File: src/hw/j1Pkg.sv
`default_nettype none

package j1Pkg;

  localparam int dataWidth = 16;
  localparam int codeAddrWidth = 13;  // top bit flags a return
  localparam int codeRamDepth = 4096;
  localparam int dataRamDepth = 256;
  localparam logic [dataWidth-1:0] ioBase = 16'h4000;  // start of io window

  localparam int dataDepth = 15;
  localparam int returnDepth = 17;
  localparam int dspWidth = $clog2(dataDepth + 1);

  typedef enum logic [2:0] {
    classLiteral,
    classJump,
    classCondJump,
    classCall,
    classAlu
  } instrClassT;

  typedef enum logic [3:0] {
    opT,
    opN,
    opAdd,
    opAnd,
    opOr,
    opXor,
    opInvert,
    opEqual,
    opSignedLess,
    opShiftRightArith,
    opShiftLeft,
    opR,
    opSubtract,
    opReadData,
    opDepth,
    opUnsignedLess
  } aluOpT;

  typedef enum logic [2:0] {
    funcNone     = 3'd0,
    funcTToN     = 3'd1,
    funcTToR     = 3'd2,
    funcMemWrite = 3'd3,
    funcIoWrite  = 3'd4,
    funcIoRead   = 3'd5
  } funcFieldT;

endpackage

`default_nettype wire

File: src/hw/j1Alu.sv
`default_nettype none

module j1Alu (
  input  j1Pkg::aluOpT                  aluOp,
  input  j1Pkg::instrClassT             instrClass,
  input  logic [j1Pkg::dataWidth-1:0] instruction,
  input  logic [j1Pkg::dataWidth-1:0] top,
  input  logic [j1Pkg::dataWidth-1:0] second,
  input  logic [j1Pkg::dataWidth-1:0] returnTop,
  input  logic [j1Pkg::dataWidth-1:0] readData,
  input  logic [j1Pkg::dspWidth-1:0]  dataStackPointer,
  output logic [j1Pkg::dataWidth-1:0] newTop
);
  import j1Pkg::*;

  logic [dataWidth:0] minus;  // N - T with borrow in the top bit
  logic               signedLess;

  assign minus = {1'b1, ~top} + {1'b0, second} + 1'b1;

  // differing signs decide directly, otherwise the borrow does
  assign signedLess = (top[dataWidth-1] ^ second[dataWidth-1]) ? second[dataWidth-1] : minus[dataWidth];

  always_comb begin
    case (instrClass)
      classLiteral:  newTop = {1'b0, instruction[dataWidth-2:0]};
      classJump:     newTop = top;
      classCall:     newTop = top;
      classCondJump: newTop = second;  // drop the flag
      default: begin
        case (aluOp)
          opT:               newTop = top;
          opN:               newTop = second;
          opAdd:             newTop = top + second;
          opAnd:             newTop = top & second;
          opOr:              newTop = top | second;
          opXor:             newTop = top ^ second;
          opInvert:          newTop = ~top;
          opEqual:           newTop = {dataWidth{minus == '0}};
          opSignedLess:      newTop = {dataWidth{signedLess}};
          opShiftRightArith: newTop = {top[dataWidth-1], top[dataWidth-1:1]};
          opShiftLeft:       newTop = {top[dataWidth-2:0], 1'b0};
          opR:               newTop = returnTop;
          opSubtract:        newTop = minus[dataWidth-1:0];
          opReadData:        newTop = readData;
          opDepth:           newTop = dataWidth'(dataStackPointer);
          opUnsignedLess:    newTop = {dataWidth{minus[dataWidth]}};
          default:           newTop = top;
        endcase
      end
    endcase
  end

endmodule

`default_nettype wire

File: src/hw/j1Core.sv
`default_nettype none

module j1Core (
  input  logic                              clk,
  input  logic                              resetq,
  input  logic [j1Pkg::dataWidth-1:0]     instruction,
  input  logic [j1Pkg::dataWidth-1:0]     readData,
  output logic [j1Pkg::codeAddrWidth-1:0] codeAddr,
  output logic [j1Pkg::dataWidth-1:0]     memAddr,
  output logic [j1Pkg::dataWidth-1:0]     dout,
  output logic                              memWr,
  output logic                              ioWr,
  output logic                              ioRd
);
  import j1Pkg::*;

  instrClassT               instrClass;
  aluOpT                    aluOp;
  logic                     dataStackWrite;
  logic [1:0]               dataDelta;
  logic                     returnStackWrite;
  logic [1:0]               returnDelta;
  logic                     returnFromAlu;
  logic                     takeBranch;
  logic                     reboot;
  logic [codeAddrWidth-1:0] pc;
  logic [dspWidth-1:0]      dataStackPointer;
  logic [dataWidth-1:0]     top;
  logic [dataWidth-1:0]     second;
  logic [dataWidth-1:0]     returnTop;
  logic [dataWidth-1:0]     returnWriteData;
  logic [dataWidth-1:0]     newTop;

  assign memAddr = top;
  assign dout = second;

  j1Decode decode (
    .instruction(instruction),
    .reboot(reboot),
    .pcReturn(pc[codeAddrWidth-1]),
    .topNonZero(|top),
    .instrClass(instrClass),
    .aluOp(aluOp),
    .dataStackWrite(dataStackWrite),
    .dataDelta(dataDelta),
    .returnStackWrite(returnStackWrite),
    .returnDelta(returnDelta),
    .returnFromAlu(returnFromAlu),
    .memWr(memWr),
    .ioWr(ioWr),
    .ioRd(ioRd),
    .takeBranch(takeBranch)
  );

  j1Alu alu (
    .aluOp(aluOp),
    .instrClass(instrClass),
    .instruction(instruction),
    .top(top),
    .second(second),
    .returnTop(returnTop),
    .readData(readData),
    .dataStackPointer(dataStackPointer),
    .newTop(newTop)
  );

  j1Result result (
    .clk(clk),
    .resetq(resetq),
    .instruction(instruction),
    .instrClass(instrClass),
    .takeBranch(takeBranch),
    .returnFromAlu(returnFromAlu),
    .dataDelta(dataDelta),
    .newTop(newTop),
    .returnTop(returnTop),
    .pc(pc),
    .codeAddr(codeAddr),
    .top(top),
    .dataStackPointer(dataStackPointer),
    .reboot(reboot),
    .returnWriteData(returnWriteData)
  );

  j1Stack #(.depth(dataDepth)) dataStack (
    .clk(clk),
    .we(dataStackWrite),
    .delta(dataDelta),
    .wd(top),  // old T is pushed under the new one
    .rd(second)
  );

  j1Stack #(.depth(returnDepth)) returnStack (
    .clk(clk),
    .we(returnStackWrite),
    .delta(returnDelta),
    .wd(returnWriteData),
    .rd(returnTop)
  );

endmodule

`default_nettype wire

File: src/hw/j1Decode.sv
`default_nettype none

module j1Decode (
  input  logic [j1Pkg::dataWidth-1:0] instruction,
  input  logic                          reboot,
  input  logic                          pcReturn,
  input  logic                          topNonZero,
  output j1Pkg::instrClassT             instrClass,
  output j1Pkg::aluOpT                  aluOp,
  output logic                          dataStackWrite,
  output logic [1:0]                    dataDelta,
  output logic                          returnStackWrite,
  output logic [1:0]                    returnDelta,
  output logic                          returnFromAlu,
  output logic                          memWr,
  output logic                          ioWr,
  output logic                          ioRd,
  output logic                          takeBranch
);
  import j1Pkg::*;

  funcFieldT func;
  logic      isAlu;

  assign func = funcFieldT'(instruction[6:4]);
  assign aluOp = aluOpT'(instruction[11:8]);

  always_comb begin
    if (pcReturn || instruction[15]) begin
      instrClass = classLiteral;  // return flag behaves as a literal
    end else begin
      case (instruction[14:13])
        2'b00:   instrClass = classJump;
        2'b01:   instrClass = classCondJump;
        2'b10:   instrClass = classCall;
        default: instrClass = classAlu;
      endcase
    end
  end

  assign isAlu = (instrClass == classAlu);

  always_comb begin
    dataStackWrite = 1'b0;
    dataDelta = 2'b00;
    returnStackWrite = 1'b0;
    returnDelta = 2'b00;
    case (instrClass)
      classLiteral: begin
        dataStackWrite = 1'b1;
        dataDelta = 2'b01;
        if (pcReturn) begin
          returnDelta = 2'b11;  // pop the return address
        end
      end
      classCondJump: dataDelta = 2'b11;  // flag is consumed
      classCall: begin
        returnStackWrite = 1'b1;
        returnDelta = 2'b01;
      end
      classAlu: begin
        dataStackWrite = (func == funcTToN);
        dataDelta = instruction[1:0];
        returnStackWrite = (func == funcTToR);
        returnDelta = instruction[3:2];
      end
      default: ;
    endcase
    // nothing moves while the core reboots
    if (reboot) begin
      dataStackWrite = 1'b0;
      dataDelta = 2'b00;
      returnStackWrite = 1'b0;
      returnDelta = 2'b00;
    end
  end

  assign returnFromAlu = !reboot && isAlu && instruction[7];
  assign memWr = !reboot && isAlu && (func == funcMemWrite);
  assign ioWr = !reboot && isAlu && (func == funcIoWrite);
  assign ioRd = !reboot && isAlu && (func == funcIoRead);

  assign takeBranch = !reboot && ((instrClass == classJump) || (instrClass == classCall) ||
                                  ((instrClass == classCondJump) && !topNonZero));

endmodule

`default_nettype wire

File: src/hw/j1Result.sv
`default_nettype none

module j1Result (
  input  logic                              clk,
  input  logic                              resetq,
  input  logic [j1Pkg::dataWidth-1:0]     instruction,
  input  j1Pkg::instrClassT                 instrClass,
  input  logic                              takeBranch,
  input  logic                              returnFromAlu,
  input  logic [1:0]                        dataDelta,
  input  logic [j1Pkg::dataWidth-1:0]     newTop,
  input  logic [j1Pkg::dataWidth-1:0]     returnTop,
  output logic [j1Pkg::codeAddrWidth-1:0] pc,
  output logic [j1Pkg::codeAddrWidth-1:0] codeAddr,
  output logic [j1Pkg::dataWidth-1:0]     top,
  output logic [j1Pkg::dspWidth-1:0]      dataStackPointer,
  output logic                              reboot,
  output logic [j1Pkg::dataWidth-1:0]     returnWriteData
);
  import j1Pkg::*;

  logic [codeAddrWidth-1:0] pcPlusOne;
  logic [codeAddrWidth-1:0] pcNew;
  logic [dspWidth-1:0]      dspNew;
  logic [dataWidth-1:0]     topNew;

  assign pcPlusOne = pc + 1'b1;
  assign dspNew = dataStackPointer + {{(dspWidth - 2){dataDelta[1]}}, dataDelta};
  assign topNew = reboot ? top : newTop;  // hold T during reboot

  always_comb begin
    if (reboot) begin
      pcNew = '0;
    end else if (takeBranch) begin
      pcNew = instruction[codeAddrWidth-1:0];
    end else if (pc[codeAddrWidth-1] || returnFromAlu) begin
      pcNew = returnTop[codeAddrWidth:1];  // return address is stored shifted
    end else begin
      pcNew = pcPlusOne;
    end
  end

  assign codeAddr = pcNew;  // ram registers it into next instruction

  assign returnWriteData = (instrClass == classCall) ?
                           {{(dataWidth - codeAddrWidth - 1){1'b0}}, pcPlusOne, 1'b0} : top;

  always_ff @(posedge clk) begin
    if (!resetq) begin
      reboot <= 1'b1;
      pc <= '0;
      dataStackPointer <= '0;
      top <= '0;
    end else begin
      reboot <= 1'b0;
      pc <= pcNew;
      dataStackPointer <= dspNew;
      top <= topNew;
    end
  end

endmodule

`default_nettype wire

File: src/hw/j1Stack.sv
`default_nettype none

module j1Stack #(
  parameter int depth = 15
) (
  input  logic                          clk,
  input  logic                          we,
  input  logic [1:0]                    delta,
  input  logic [j1Pkg::dataWidth-1:0] wd,
  output logic [j1Pkg::dataWidth-1:0] rd
);
  import j1Pkg::*;

  localparam int ptrWidth = $clog2(depth);

  logic [dataWidth-1:0] store [depth];
  logic [ptrWidth-1:0] ptr = '0;  // entry holding the current top
  logic [ptrWidth-1:0] ptrNew;

  // pointer wraps around at depth, which need not be a power of two
  always_comb begin
    case (delta)
      2'b01:   ptrNew = (ptr == ptrWidth'(depth - 1)) ? '0 : ptr + 1'b1;
      2'b11:   ptrNew = (ptr == '0) ? ptrWidth'(depth - 1) : ptr - 1'b1;
      default: ptrNew = ptr;
    endcase
  end

  always_ff @(posedge clk) begin
    ptr <= ptrNew;
    if (we) begin
      store[ptrNew] <= wd;  // push lands at new top
    end
  end

  assign rd = store[ptr];  // word below T

endmodule

`default_nettype wire

File: config.mk
export PLATFORM = sky130hd
export DESIGN_NAME = j1Core
export DESIGN_NICKNAME = d
export VERILOG_FILES = /design/src/hw/j1Pkg.sv /design/src/hw/j1Alu.sv /design/src/hw/j1Core.sv /design/src/hw/j1Decode.sv /design/src/hw/j1Result.sv /design/src/hw/j1Stack.sv
export SDC_FILE = /design/constraint.sdc
export NUM_CORES = 1
export LEC_CHECK = 0
export BUFFER_PORTS_ARGS = -buffer_cell sky130_fd_sc_hd__buf_2
export CORE_MARGIN = 3
export CORE_UTILIZATION = 58
export DETAILED_ROUTE_END_ITERATION = 10
export MAX_ROUTING_LAYER = met4
export PLACE_DENSITY = 0.75
export SYNTH_ARGS = -nofsm -noshare
export SYNTH_HDL_FRONTEND = slang
export SYNTH_SLANG_ARGS = --single-unit
export TNS_END_PERCENT = 10
File: constraint.sdc
create_clock -name clk -period 9.53 [get_ports clk]
set_input_delay 0.4765 -clock clk [delete_from_list [all_inputs] [get_ports clk]]
set_output_delay 0.4765 -clock clk [all_outputs]
set_load 0.01 [all_outputs]
Word level (Yosys, flattened, before mapping)
Memory sizes are Yosys's and may differ from the RTL's. A register that Yosys moved wholly into a read port is not among the register bits.
Index checks and enable logic that the tools add are counted.
- register bits after elaboration: 43
- memory bits (writable): 512
- input bits: 34
- output and inout port bits: 48
- logic and storage cells: 111
- memories: 2
- $add $sub $neg: 9
- equal/unequal tests: 34
- multiplexer cells: 29
- bitwise logic cells: 7
- reductions and logical operators: 23
- memories (memory ; depth ; width ; read ports ; clocked after memory_dff ; write ports ; RTL line ; text):
    returnStack.store ; 17 ; 16 ; 1 ; 1 ; 1 ; j1Stack.sv:16 ; logic [dataWidth-1:0] store [depth];
    dataStack.store ; 15 ; 16 ; 1 ; 1 ; 1 ; j1Stack.sv:16 ;
- operator list (cell ; count):
    case mux 16 bit (15 select lines) ; 1
    case mux 16 bit (3 select lines) ; 1
    two-way mux 13 bit ; 3
    == test 4 bit (second input constant) ; 9
    adder 17 x 1 -> 17 bit (second input constant) ; 1
    adder 17 x 16 -> 17 bit ; 1
    zero test 17 bit ; 1
    adder 16 bit ; 1
    AND 16 bit ; 1
    == test 4 x 3 -> 1 bit (second input constant) ; 4
    two-way mux 16 bit ; 1
    NOT 16 bit ; 1
    OR 16 bit ; 1
    OR reduction 16 bit ; 1
    bitwise XOR 16 bit ; 1
    adder 13 x 1 -> 13 bit (second input constant) ; 1
    == test 3 x 2 -> 1 bit (second input constant) ; 4
    case mux 2 bit (3 select lines) ; 2
    two-way mux 5 bit ; 2
    case mux 5 bit (2 select lines) ; 1
    == test 3 bit (second input constant) ; 3
    case mux 3 bit (3 select lines) ; 1
    == test 4 x 2 -> 1 bit (second input constant) ; 2
    zero test 4 bit ; 2
    other kinds (28) ; 56

Longest topological paths before layout
- depth after elaboration: 10
- depth in mapped cells: 21

Modules after synthesis
Synthesis repeated with hierarchy kept, for this count alone.
- cells, all modules: 1848
- area, all modules: 26685.6 um2
- modules (own cells, without submodules) (module ; instances ; cells each ; area each (um2) ; seq. area each (um2)):
    j1Stack (returnStack) ; 1 ; 507 ; 10872.9 ; 8267.9
    j1Stack (dataStack) ; 1 ; 486 ; 9684.3 ; 7287.0
    j1Alu ; 1 ; 558 ; 3774.9 ; 0.0
    j1Result ; 1 ; 246 ; 2013.2 ; 680.7
    j1Decode ; 1 ; 46 ; 309.0 ; 0.0
    j1Core ; 1 ; 5 ; 31.3 ; 0.0

Worst setup path after synthesis
Ideal clock, no wire load.
- path kind: register -> register
- start: register, netlist name dataStack.ptr[0]
- end: register result.top[2] in the netlist's numbering
- library setup time: 0.086 ns
- arrival: 4.902 ns
- slack: 4.542 ns
- stages on the path, launching flop included: 21
- path buffers: 6
- clock period less this slack: 4.988 ns
- cells stage by stage: dfxtp_1 > buf_2 > buf_4 > buf_4 > buf_4 > buf_2 > mux2i_1 > o21ai_0 > mux4_2 > inv_1 > ha_1 > clkbuf_1 > nor2_1 > nand2_1 > o221ai_1 > a311oi_1 > o2bb2ai_1 > or4_4 > nor4_4 > nor2_4 > a221oi_2
- RTL lines (element ; RTL line ; text):
    end signal, assigned ; j1Result.sv:58 ; top <= topNew;
    end, declared ; j1Result.sv:15 ; output logic [j1Pkg::dataWidth-1:0] top,

==> impl_metrics.toml <==
[synth]
syn_avg_cell_area_um2 = 14.7
synth_top_area_share_pct = 59.6
synth_seq_cells = 555
synth_xor_area_share_pct = 0.951
synthTopCellsByCount = "edfxtp_1 (512), nor2_1 (131), mux4_2 (129)"
yosys-mux-area-fraction_pct = 13.4
synthTopCellsByArea = "edfxtp_1 (60%), mux4_2 (11%), dfxtp_1 (3.3%)"
synth_top_family_by_area = "multiplexers"
synth_fa_ha_area_share_pct = 3.19
synth-edff-count = 512
synthCells = 1757
ys_warn_count = 0
syn-num-nets = 1855
yosys.area_share.simple_pct = 7.47
synth_flop_cell = "edfxtp_1"
yosysTopAreaCell = "edfxtp_1"
synthArstFlopShare_pct = 0
ys_types = 80
syn_area_mm2 = 0.0258
synth_compound_area_share_pct = 9.40
synth_most_common_cell = "edfxtp_1"
synth-seq-area-share_pct = 63.0

[drt]
wirelength_mm = 76.1
vias_per_cell = 6.83
wl_per_cell_um = 30.6
drtAntennaViolNets = 0
first_pass_iters = 6
drc = 0
dr.first_iter.drc_count = 2281
via_count = 17000

[global_routing]
grt_pass1_vias = 17000
grt_max_degree = 65
grt_overflow_total = 0
grt_pass1_wl_mm = 113
antenna_found_initial = 0
track_usage_pct = 33.7

[worst_setup_path]
required_ns = 10.06
cpMostUsedCell = "nor2_1"
path_max_fanout = 45
rrSetupSlack_ns = 3.22
crit_arrival_ns = 6.83
critPathSlowestCell = "dfxtp_4"
cp_cell_sequence = "buf_4 > mux4_2 > mux2_2 > o21ai_0 > ha_1 > nor2_1 > nor2_1 > o221ai_1 > a311oi_1 > o2bb2ai_1 > or4_4 > nor4_4 > nor2_4 > a221oi_2"
path_class = "flip-flop to flip-flop"
startpoint_type = "flip-flop"
cp_slowest_stage_delay_ns = 0.89
crit_path_end_kind = "flip-flop"

[sta]
period_share_pct = 66.2
final-setup-viol-count = 0
hold_viol_final = 0
setup_ws_ns = 3.22
final.setup.tns_ns = 0
slew_headroom_pct = 10.3
fin_skew_ns = 0.0216
min_period_ns = 6.31
whs_ns = 0.287
rsz0062_at_grt = "no"
drv_slew = 0
max_freq_mhz = 159
worst_pin_slew_ns = 1.35

[floorplan]
dieArea_mm2 = 0.0470
pin_count = 82
core_mm2 = 0.0435
start_util_pct = 59.3
die_h_um = 217
rows = 76
die_w_um = 217

[clocking]
cts_root_buf = "clkbuf_16"
clk_pin_slew_worst_paths_ns = 0.06
cts_buffers = 54
cts_sinks = 555
hold_buffers = 0
clkLatencyLatePin_ns = 0.61
ctsHtreeMaxLevel = 2
cts_resized = 0
cts_setup_buffers = 0
clockBufferDepth = 3
cts_tree = "built"

[finish]
areaGrowthSynthToFinish_pct = 12.0
multi_input_area_mm2 = 0.00904
nFillCells = 3071
seq_area_mm2 = 0.0162
utilization_pct = 66.5
drive_gt1_share_pct = 21.8
final_net_count = 1961

[pwr]
finalPower_uw = 8580
max-vdd-ir-drop_mv = 0.195
power.density_mw_per_mm2 = 297
leakagePower_uw = 0.00979

[min_path]
hp-class = "primary input to flip-flop"

[placed_design]
pre_cts_slack_ns = 3.23
gp_congestion = 0.987
place_hpwl_mm = 49.8
io_buffers = 81

[flow_run]
drv_cap = 0

[outcome]
run_status = "completed"
[report_power, final]
part / total [uW] / internal [uW] / switching (uW)
clock: 2040 / 1140 / 906
combinational: 3530 / 1290 / 2240
sequential: 3000 / 2850 / 156
[worst max-delay path: cells and delay by family, from the launching register on]
kind / cells / cell delay, ns
compound gates: 5 / 1.93
fa+ha+maj: 1 / 0.50
buf+inv: 1 / 0.58
flops: 1 / 0.89
mux: 2 / 0.85
simple gates: 5 / 1.44
[cell families (layout without fill, tap and decap cells)]
kind of cell / after synthesis / in the layout
DFF: 555 / 555
and+or+nand+nor: 399 / 399
AOI/OAI and AO/OA: 359 / 359
muxes: 184 / 184
buffers and inverters: 168 / 315
adders and majority gates: 64 / 64
xor gates and xnor gates: 28 / 28
other: 0 / 1
[worst paths after layout]
| kind | end | depth (start not counted) | start |
|---|---|---|---|
| hold reg to reg | result.top[10]$_SDFFE_PN0P_ | 2 | result.top[10]$_SDFFE_PN0P_ |
| setup / recovery | result.top[2]$_SDFFE_PN0P_ | 14 | dataStack.ptr[0]$_DFF_P_ |
| setup reg to reg | result.top[2]$_SDFFE_PN0P_ | 14 | dataStack.ptr[0]$_DFF_P_ |
| hold / removal | result.pc[12]$_SDFF_PN0_ | 3 | instruction[12] |
[through the flow]
stage | cells | cell area [um2]
finish | 2490 | 28900
detailed placement | 2391 | 27200
CTS | 2488 | 28900
global route | 2489 | 28900
global placement | 2390 | 27200
floorplan | 1757 | 25800
[flip-flops by register name, indices dropped and copies added (netlist names)]
| register | cells |
|---|---|
| dataStack.ptr | 4 |
| dataStack.store | 240 |
| result.dataStackPointer | 4 |
| result.pc | 13 |
| result.reboot | 1 |
| result.top | 16 |
| returnStack.ptr | 5 |
| returnStack.store | 272 |
[cell usage in the layout (no fill, tap or decap), types with 22 or more instances in the layout]
master	instances
a21oi_1	83
a22oi_1	22
buf_2	81
buf_4	67
clkbuf_16	55
dfxtp_1	38
edfxtp_1	512
ha_1	61
inv_1	63
mux2i_1	47
mux4_2	129
nand2_1	90
nand3_1	29
nor2_1	118
nor3_1	29
o21ai_0	77
[layer usage]
metal | up-vias | GRT usage, % | routed length, um
met5 | - | - | 0
met4 | 0 | 12.1 | 3100
met1 | 8525 | 46.9 | 30000
li1 | 7179 | - | -
met3 | 219 | 5.54 | 7290
met2 | 1086 | 51.6 | 35700
[final cells by class]
| type | count | share of cell area [%] |
|---|---|---|
| Antenna cell | 1 | 0.00866 |
| Clock buffer | 75 | 5.09 |
| Inverter | 68 | 0.884 |
| Multi-Input combinational cell | 1034 | 31.3 |
| Timing Repair Buffer | 150 | 3.28 |
| Clock inverter | 22 | 0.658 |
| Tap cell | 585 | 2.53 |
| Sequential cell | 555 | 56.2 |
No activity file was read; power rests on OpenSTA's default activity.
